`src/logic/cpu_defines.svh`:
```
`ifndef CPU_DEFINES_SVH
`define CPU_DEFINES_SVH

// datapath and bus widths
`define CPU_DATA_W 8
`define CPU_ADDR_W 8

// data accesses live in the top 32 bytes
`define CPU_DATA_BASE 3'b111

// jump target is sel plus daddr
`define CPU_JMP_W 6

`endif

```
`src/logic/cpu_pkg.sv`:
```
`include "cpu_defines.svh"

package cpu_pkg;

    // ----------------------------------------
    // instruction encoding
    // ----------------------------------------
    typedef enum logic [1:0] {
        op_jmp = 2'b00,
        op_ld  = 2'b01,
        op_st  = 2'b10,
        op_add = 2'b11
    } opcode_e;

    // sel 0 picks a, 1 picks b
    typedef struct packed {
        opcode_e                op;
        logic                   sel;
        logic [`CPU_JMP_W-2:0]  daddr;
    } inst_t;

    // ----------------------------------------
    // memory request payload
    // ----------------------------------------
    typedef struct packed {
        logic [`CPU_ADDR_W-1:0] addr;
        logic [`CPU_DATA_W-1:0] wdata;
        logic                   we;
    } mem_req_t;

    typedef enum logic [1:0] {
        s_wait_inst,
        s_exec,
        s_wait_data
    } ctrl_state_e;

    typedef enum logic [1:0] {
        b_idle,
        b_fetch,
        b_data,
        b_release
    } bus_state_e;

endpackage

```
`src/logic/bus_arbiter.sv`:
```
`timescale 1ns/1ns
`include "cpu_defines.svh"

module bus_arbiter (
    input  logic                   clk,
    input  logic                   rst,
    input  logic                   f_req,
    input  cpu_pkg::mem_req_t      f_cmd,
    input  logic                   d_req,
    input  cpu_pkg::mem_req_t      d_cmd,
    input  logic                   mem_ack,
    input  logic [`CPU_DATA_W-1:0] mem_rdata,
    output logic                   f_ack,
    output logic [`CPU_DATA_W-1:0] f_rdata,
    output logic                   d_ack,
    output logic [`CPU_DATA_W-1:0] d_rdata,
    output logic                   mem_req,
    output cpu_pkg::mem_req_t      mem_cmd
);

    cpu_pkg::bus_state_e state;
    logic                gnt_data;
    logic                gnt_req;

    // request line of whichever side holds the bus
    assign gnt_req = gnt_data ? d_req : f_req;

    always_ff @(posedge clk) begin
        if (rst) begin
            state    <= cpu_pkg::b_idle;
            gnt_data <= 1'b0;
            mem_req  <= 1'b0;
            mem_cmd  <= '0;
            f_ack    <= 1'b0;
            d_ack    <= 1'b0;
        end else begin
            case (state)
                cpu_pkg::b_idle: begin
                    // loads and stores go ahead of prefetch
                    if (d_req) begin
                        gnt_data <= 1'b1;
                        mem_cmd  <= d_cmd;
                        state    <= cpu_pkg::b_data;
                    end else if (f_req) begin
                        gnt_data <= 1'b0;
                        mem_cmd  <= f_cmd;
                        state    <= cpu_pkg::b_fetch;
                    end
                end

                cpu_pkg::b_fetch, cpu_pkg::b_data: begin
                    if (!mem_req && !mem_ack) begin
                        mem_req <= 1'b1;
                    end else if (mem_req && mem_ack) begin
                        mem_req <= 1'b0;
                        if (gnt_data) begin
                            d_ack   <= 1'b1;
                            d_rdata <= mem_rdata;
                        end else begin
                            f_ack   <= 1'b1;
                            f_rdata <= mem_rdata;
                        end
                        state <= cpu_pkg::b_release;
                    end
                end

                cpu_pkg::b_release: begin
                    // both handshakes back to idle before the next grant
                    if (!mem_ack && !gnt_req) begin
                        f_ack <= 1'b0;
                        d_ack <= 1'b0;
                        state <= cpu_pkg::b_idle;
                    end
                end

                default: begin
                    state <= cpu_pkg::b_idle;
                end
            endcase
        end
    end

endmodule

```
`src/logic/control_unit.sv`:
```
`timescale 1ns/1ns
`include "cpu_defines.svh"

module control_unit (
    input  logic                   clk,
    input  logic                   rst,
    input  logic                   inst_valid,
    input  cpu_pkg::inst_t         inst_out,
    input  logic                   dack,
    input  logic [`CPU_DATA_W-1:0] drdata,
    output logic                   inst_take,
    output logic                   flush,
    output logic [`CPU_ADDR_W-1:0] flush_pc,
    output logic                   dreq,
    output cpu_pkg::mem_req_t      dcmd
);

    cpu_pkg::ctrl_state_e   state;
    cpu_pkg::inst_t         ir;
    logic [`CPU_ADDR_W-1:0] pc;
    logic [`CPU_DATA_W-1:0] a;
    logic [`CPU_DATA_W-1:0] b;
    logic [`CPU_DATA_W-1:0] sum;
    logic [`CPU_DATA_W-1:0] src;
    logic [`CPU_JMP_W-1:0]  jmp_target;

    // ----------------------------------------
    // datapath
    // ----------------------------------------
    assign sum        = a + b;
    assign src        = ir.sel ? b : a;
    assign jmp_target = {ir.sel, ir.daddr};

    // pc already holds the target while flush is high
    assign flush_pc = pc;

    // ----------------------------------------
    // sequencer
    // ----------------------------------------
    always_ff @(posedge clk) begin
        if (rst) begin
            state     <= cpu_pkg::s_wait_inst;
            pc        <= '0;
            a         <= '0;
            b         <= '0;
            inst_take <= 1'b0;
            flush     <= 1'b0;
            dreq      <= 1'b0;
            dcmd      <= '0;
        end else begin
            inst_take <= 1'b0;
            flush     <= 1'b0;

            case (state)
                cpu_pkg::s_wait_inst: begin
                    if (inst_valid && !flush) begin
                        ir        <= inst_out;
                        inst_take <= 1'b1;
                        state     <= cpu_pkg::s_exec;
                    end
                end

                cpu_pkg::s_exec: begin
                    case (ir.op)
                        cpu_pkg::op_jmp: begin
                            pc    <= {{(`CPU_ADDR_W - `CPU_JMP_W){1'b0}}, jmp_target};
                            flush <= 1'b1;
                            state <= cpu_pkg::s_wait_inst;
                        end
                        cpu_pkg::op_add: begin
                            if (ir.sel) begin
                                b <= sum;
                            end else begin
                                a <= sum;
                            end
                            pc    <= pc + 1'b1;
                            state <= cpu_pkg::s_wait_inst;
                        end
                        cpu_pkg::op_ld, cpu_pkg::op_st: begin
                            dreq       <= 1'b1;
                            dcmd.addr  <= {`CPU_DATA_BASE, ir.daddr};
                            dcmd.wdata <= src;
                            dcmd.we    <= (ir.op == cpu_pkg::op_st);
                            state      <= cpu_pkg::s_wait_data;
                        end
                        default: begin
                            state <= cpu_pkg::s_wait_inst;
                        end
                    endcase
                end

                cpu_pkg::s_wait_data: begin
                    if (dreq && dack) begin
                        dreq <= 1'b0;
                        if (ir.op == cpu_pkg::op_ld) begin
                            if (ir.sel) begin
                                b <= drdata;
                            end else begin
                                a <= drdata;
                            end
                        end
                    end else if (!dreq && !dack) begin
                        // access fully closed
                        pc    <= pc + 1'b1;
                        state <= cpu_pkg::s_wait_inst;
                    end
                end

                default: begin
                    state <= cpu_pkg::s_wait_inst;
                end
            endcase
        end
    end

endmodule

```
`src/logic/data_unit.sv`:
```
`timescale 1ns/1ns
`include "cpu_defines.svh"

module data_unit (
    input  logic                   clk,
    input  logic                   rst,
    input  logic                   dreq,
    input  cpu_pkg::mem_req_t      dcmd,
    input  logic                   d_ack,
    input  logic [`CPU_DATA_W-1:0] d_rdata,
    output logic                   dack,
    output logic [`CPU_DATA_W-1:0] drdata,
    output logic                   d_req,
    output cpu_pkg::mem_req_t      d_cmd
);

    logic start;
    logic done;
    logic release_req;

    // ----------------------------------------
    // handshake steps
    // ----------------------------------------

    // new access only once both sides are back to idle
    assign start = dreq && !dack && !d_req && !d_ack;

    // arbiter answered, hand the byte upstream
    assign done = d_req && d_ack && !dack;

    // upstream has the data, close both sides
    assign release_req = dack && !dreq;

    always_ff @(posedge clk) begin
        if (rst) begin
            d_req <= 1'b0;
            dack  <= 1'b0;
            d_cmd <= '0;
        end else begin
            if (start) begin
                d_req <= 1'b1;
                d_cmd <= dcmd;
            end

            if (done) begin
                dack <= 1'b1;
            end

            if (release_req) begin
                dack  <= 1'b0;
                d_req <= 1'b0;
            end
        end
    end

    // held for as long as dack is high
    always_ff @(posedge clk) begin
        if (done) begin
            drdata <= d_rdata;
        end
    end

endmodule

```
`src/logic/eightbit_top.sv`:
```
`timescale 1ns/1ns
`include "cpu_defines.svh"

module eightbit_top (
    input  logic                   clk,
    input  logic                   rst,
    input  logic                   mem_ack,
    input  logic [`CPU_DATA_W-1:0] mem_rdata,
    output logic                   mem_req,
    output cpu_pkg::mem_req_t      mem_cmd
);

    // fetch to control
    logic                   inst_valid;
    cpu_pkg::inst_t         inst_out;
    logic                   inst_take;
    logic                   flush;
    logic [`CPU_ADDR_W-1:0] flush_pc;

    // control to data unit
    logic                   dreq;
    cpu_pkg::mem_req_t      dcmd;
    logic                   dack;
    logic [`CPU_DATA_W-1:0] drdata;

    // requesters to arbiter
    logic                   f_req;
    cpu_pkg::mem_req_t      f_cmd;
    logic                   f_ack;
    logic [`CPU_DATA_W-1:0] f_rdata;
    logic                   d_req;
    cpu_pkg::mem_req_t      d_cmd;
    logic                   d_ack;
    logic [`CPU_DATA_W-1:0] d_rdata;

    control_unit control_unit_inst (
        .clk        (clk),
        .rst        (rst),
        .inst_valid (inst_valid),
        .inst_out   (inst_out),
        .dack       (dack),
        .drdata     (drdata),
        .inst_take  (inst_take),
        .flush      (flush),
        .flush_pc   (flush_pc),
        .dreq       (dreq),
        .dcmd       (dcmd)
    );

    fetch_unit fetch_unit_inst (
        .clk        (clk),
        .rst        (rst),
        .inst_take  (inst_take),
        .flush      (flush),
        .flush_pc   (flush_pc),
        .f_ack      (f_ack),
        .f_rdata    (f_rdata),
        .inst_valid (inst_valid),
        .inst_out   (inst_out),
        .f_req      (f_req),
        .f_cmd      (f_cmd)
    );

    data_unit data_unit_inst (
        .clk     (clk),
        .rst     (rst),
        .dreq    (dreq),
        .dcmd    (dcmd),
        .d_ack   (d_ack),
        .d_rdata (d_rdata),
        .dack    (dack),
        .drdata  (drdata),
        .d_req   (d_req),
        .d_cmd   (d_cmd)
    );

    bus_arbiter bus_arbiter_inst (
        .clk       (clk),
        .rst       (rst),
        .f_req     (f_req),
        .f_cmd     (f_cmd),
        .d_req     (d_req),
        .d_cmd     (d_cmd),
        .mem_ack   (mem_ack),
        .mem_rdata (mem_rdata),
        .f_ack     (f_ack),
        .f_rdata   (f_rdata),
        .d_ack     (d_ack),
        .d_rdata   (d_rdata),
        .mem_req   (mem_req),
        .mem_cmd   (mem_cmd)
    );

endmodule

```
`src/logic/fetch_unit.sv`:
```
`timescale 1ns/1ns
`include "cpu_defines.svh"

module fetch_unit (
    input  logic                   clk,
    input  logic                   rst,
    input  logic                   inst_take,
    input  logic                   flush,
    input  logic [`CPU_ADDR_W-1:0] flush_pc,
    input  logic                   f_ack,
    input  logic [`CPU_DATA_W-1:0] f_rdata,
    output logic                   inst_valid,
    output cpu_pkg::inst_t         inst_out,
    output logic                   f_req,
    output cpu_pkg::mem_req_t      f_cmd
);

    logic [`CPU_ADDR_W-1:0] fetch_ptr;
    logic [`CPU_ADDR_W-1:0] req_addr;
    logic                   buf_full;
    logic                   stale;
    cpu_pkg::inst_t         inst_q;

    // fetches are always reads
    assign f_cmd.addr  = req_addr;
    assign f_cmd.wdata = '0;
    assign f_cmd.we    = 1'b0;

    assign inst_valid = buf_full;
    assign inst_out   = inst_q;

    always_ff @(posedge clk) begin
        if (rst) begin
            fetch_ptr <= '0;
            buf_full  <= 1'b0;
            stale     <= 1'b0;
            f_req     <= 1'b0;
        end else begin
            if (inst_take) begin
                buf_full <= 1'b0;
            end

            if (f_req && f_ack) begin
                f_req <= 1'b0;
                stale <= 1'b0;
                // data from before a flush is dropped
                if (!stale && !flush) begin
                    inst_q    <= cpu_pkg::inst_t'(f_rdata);
                    buf_full  <= 1'b1;
                    fetch_ptr <= fetch_ptr + 1'b1;
                end
            end else if (f_req && flush) begin
                stale <= 1'b1;
            end else if (!f_req && !f_ack && !buf_full && !flush) begin
                f_req    <= 1'b1;
                req_addr <= fetch_ptr;
            end

            // redirect wins over the sequential pointer update
            if (flush) begin
                buf_full  <= 1'b0;
                fetch_ptr <= flush_pc;
            end
        end
    end

endmodule

```
`config.mk`:
```
export PLATFORM = sky130hd
export DESIGN_NAME = eightbit_top
export DESIGN_NICKNAME = d
export VERILOG_FILES = /design/src/logic/cpu_pkg.sv /design/src/logic/bus_arbiter.sv /design/src/logic/control_unit.sv /design/src/logic/data_unit.sv /design/src/logic/eightbit_top.sv /design/src/logic/fetch_unit.sv
export VERILOG_INCLUDE_DIRS = /design/src /design/src/logic
export SDC_FILE = /design/constraint.sdc
export NUM_CORES = 1
export LEC_CHECK = 0
export BUFFER_PORTS_ARGS = -buffer_cell sky130_fd_sc_hd__buf_2
export CAP_MARGIN = 20
export CORE_AREA = 5 5 98 169
export CTS_BUF_LIST = sky130_fd_sc_hd__clkbuf_16
export CTS_CLUSTER_SIZE = 20
export DETAILED_ROUTE_END_ITERATION = 8
export DIE_AREA = 0 0 103 174
export PLACE_DENSITY = 0.67
export SYNTH_ARGS = -nofsm -noshare
export SYNTH_HDL_FRONTEND = slang
export SYNTH_SLANG_ARGS = --single-unit
```
`constraint.sdc`:
```
create_clock -name clk -period 2.4 [get_ports clk]
set_clock_uncertainty 0.15 [all_clocks]
set_input_delay 0.36 -clock clk [delete_from_list [all_inputs] [get_ports clk]]
set_output_delay 0.36 -clock clk [all_outputs]
set_load 0.02 [all_outputs]
```
==> metrics.cfg <==
[global_routing]
first_global_vias=4364
grt_usage_pct=14.1
grt_overflow_total=0
antenna_found_initial=0
grt_max_degree=27
grt_pass1_wl_um=20000

[cts]
clockBufferDepth=2
post_cts.repair.setup_buffers=0
cts_made_buffers=17
cts_tree=yes
cts-root-buf=clkbuf_16
cts.clk_slew.worst_paths_ns=0.06
cts_resized=0
cts.sinks=143
worst_skew_pair.late_latency_ns=0.41
htree_levels=4

[pwr]
pwr-share-comb_pct=9.7
power_switching_w=0.00148
swShare_pct=25.4
cellPowerDensity_mw_per_mm2=827
p_int_w=0.00434
leakage_nw=2.54
sequentialPowerShare_pct=45.2
clkPwrFrac_pct=45.1
vdd_drop_max_uv=444

[drt]
vias_per_cell=5.15
drt_iter0_drc=222
wl_met1_um=4420
highest_layer=met4
drc=0
wl_um=11900
wl_met3_um=467
ant_nets=0
dr_total_vias=4315
route.met2.wl_um=6600
dr.pass1.iters=5
wire_per_inst_um=14.2

[floorplan]
die-area_mm2=0.0179
core_mm2=0.0152
die_y_um=174
die_x_um=103
initial_core_util_pct=39.7
ios=29
row_count=60

[sta]
maxSlewViolCount=0
setup_tns_ns=0
tightestPinTransition_ns=0.682
max_slew_margin_pct=54.2
finalCritPeriodShare_pct=90.9
max_freq_ghz=0.458
rsz0062_at_grt=false
setup_ws_ns=0.218
setup_viol=0
period_needed_ns=2.18
hold_viol=0

[logic_synthesis]
yosysTopAreaCellShare_pct=31.6
syn_avg_cell_area_um2=10.0
ys_async_sr_fraction_pct=0
synth_area_leaders=dfxtp_1 32%, edfxtp_1 24%, nor2_1 4.7%
synth_area_mm2=0.00602
synth_top_area_cell=dfxtp_1
synth-seq-cells=143
synth_ff_type=dfxtp_1
yosysSeqAreaShare_pct=55.6
synth-edff-count=48
ys_types=56
netlist_instances=601
yosys_warnings=0
syn-num-nets=634

[critical_path]
crit_path_top_delay_cell=o311a_1
cp-end-kind=flip-flop
cp-start-kind=flip-flop
arrival_ns=2.32
critPathKind=flip-flop to flip-flop
cp_top_family=compound AO/OA/AOI/OAI gates
critPathBufInv=1
crit_required_ns=2.54
critical_path.cell_chain=inv_1 > ha_1 > o21ai_2 > o311a_1 > o21ai_0 > a22oi_1 > nor2_1
max_stage_delay_ns=0.54
crit_fanout=14

[layout]
nets=672
layout_common_cells=95 x dfxtp_1, 76 x nor2_1, 75 x nand2_1
final_common_cell=dfxtp_1
n_antenna_cell=0
final_area_mm2=0.00703
drive_gt1_share_pct=13.8
utilization_pct=46.4
area_growth_pct=16.9

[placement]
io_buffers=28
gp_congestion=0.845
post-place-ws_ns=0.230
dp_hpwl_um=8800
placement.cell_area_mm2=0.00636

[run_status]
status=finished clean

[job]
maxCapViolations=0

[min_path]
hold_path_class=input port to flip-flop

==> power groups by stage <==
stage / Sequential (W) / Clock [W] / Combinational [W]
2_1_floorplan: 0.00273 / 0 / 0.000348
3_3_place_gp: 0.00268 / 0 / 0.000537
3_5_place_dp: 0.00268 / 0 / 0.000564
4_1_cts: 0.00263 / 0.00270 / 0.000571
5_1_grt: 0.00264 / 0.00280 / 0.000629
6_report: 0.00263 / 0.00262 / 0.000565
==> per-stage QoR <==
step / hold slack [ns] / total power (W) / instances
floorplan: 0.250 / 0.00308 / 601
global placement: 0.252 / 0.00322 / 799
detailed placement: 0.255 / 0.00325 / 799
CTS: 0.000253 / 0.00590 / 837
global route: 0.00245 / 0.00607 / 838
finish: 0.0233 / 0.00582 / 838
==> cell usage after synthesis (all sizes together) (2+ instances only) <==
master,instances
dfxtp,95
nor2,77
nand2,75
a21oi,53
edfxtp,48
a211oi,33
inv,24
buf,21
ha,21
mux2i,21
nand3,17
o21ai,16
clkbuf,13
nor3,9
xor2,7
nand2b,6
a22oi,5
nand4,5
xnor2,5
a311oi,4
and3,4
a21o,3
a22o,3
a31oi,3
and2,3
nor4,3
o21a,3
nand3b,2
nand4b,2
o211ai,2
o22ai,2
o31a,2
or2,2
==> registers in the layout, indices dropped and copies added, names as in the netlist, 2 cells and up <==
signal / flops
bus_arbiter_inst.mem_cmd: 17
control_unit_inst.dcmd: 15
data_unit_inst.d_cmd: 15
bus_arbiter_inst.d_rdata: 8
bus_arbiter_inst.f_rdata: 8
control_unit_inst.a: 8
control_unit_inst.b: 8
control_unit_inst.flush_pc: 8
control_unit_inst.ir: 8
data_unit_inst.drdata: 8
fetch_unit_inst.fetch_ptr: 8
fetch_unit_inst.inst_out: 8
fetch_unit_inst.req_addr: 8
bus_arbiter_inst.state: 2
control_unit_inst.state: 2
==> what timing repair did <==
action / in CTS / in global routing
endpoints found under the setup margin: 0 / 0
hold buffers: 6 / 1
hold endpoints to repair: 12 / 2
==> path summary, 6_finish.rpt <==
check | start | end | slack (ns) | depth (start not counted)
hold reg to reg | bus_arbiter_inst.f_rdata[1] | fetch_unit_inst.inst_out[1] | 0.27 | 0
setup / recovery | control_unit_inst.state[0] | control_unit_inst.flush_pc[5] | 0.22 | 7
setup reg to reg | control_unit_inst.state[0] | control_unit_inst.flush_pc[5] | 0.22 | 7
hold / removal | mem_rdata[3] | bus_arbiter_inst.f_rdata[3] | 0.02 | 1
==> cell type report <==
class | count | area, um^2
multi-input cells | 400 | 2410
flip-flops and latches | 143 | 3340
clock inverters | 15 | 173
inverters | 24 | 90.1
repair buffers | 53 | 358
well taps | 186 | 233
fillers | 1402 | 8130
clock buffers | 17 | 425
==> layer usage <==
| metal | vias up | track usage, % |
|---|---|---|
| li1 | 2206 | - |
| met1 | 1996 | 14.2 |
| met2 | 84 | 25.6 |
| met3 | 29 | 3.73 |
| met4 | 0 | 7.13 |
| met5 | - | 0 |
==> kinds of logic (layout without fill, tap and decap cells) <==
family	count (synthesis)	in the layout	synth area share, %
multiplexers	22	22	3.68
adder cells (fa/ha/maj)	22	22	4.70
XOR/XNOR	12	12	1.75
flip-flops	143	143	55.6
buffers and inverters	58	109	4.37
AO/OA/AOI/OAI	133	133	14.5
AND/OR/NAND/NOR	211	211	15.5
Note: power is estimated with default switching activity, not from simulation.
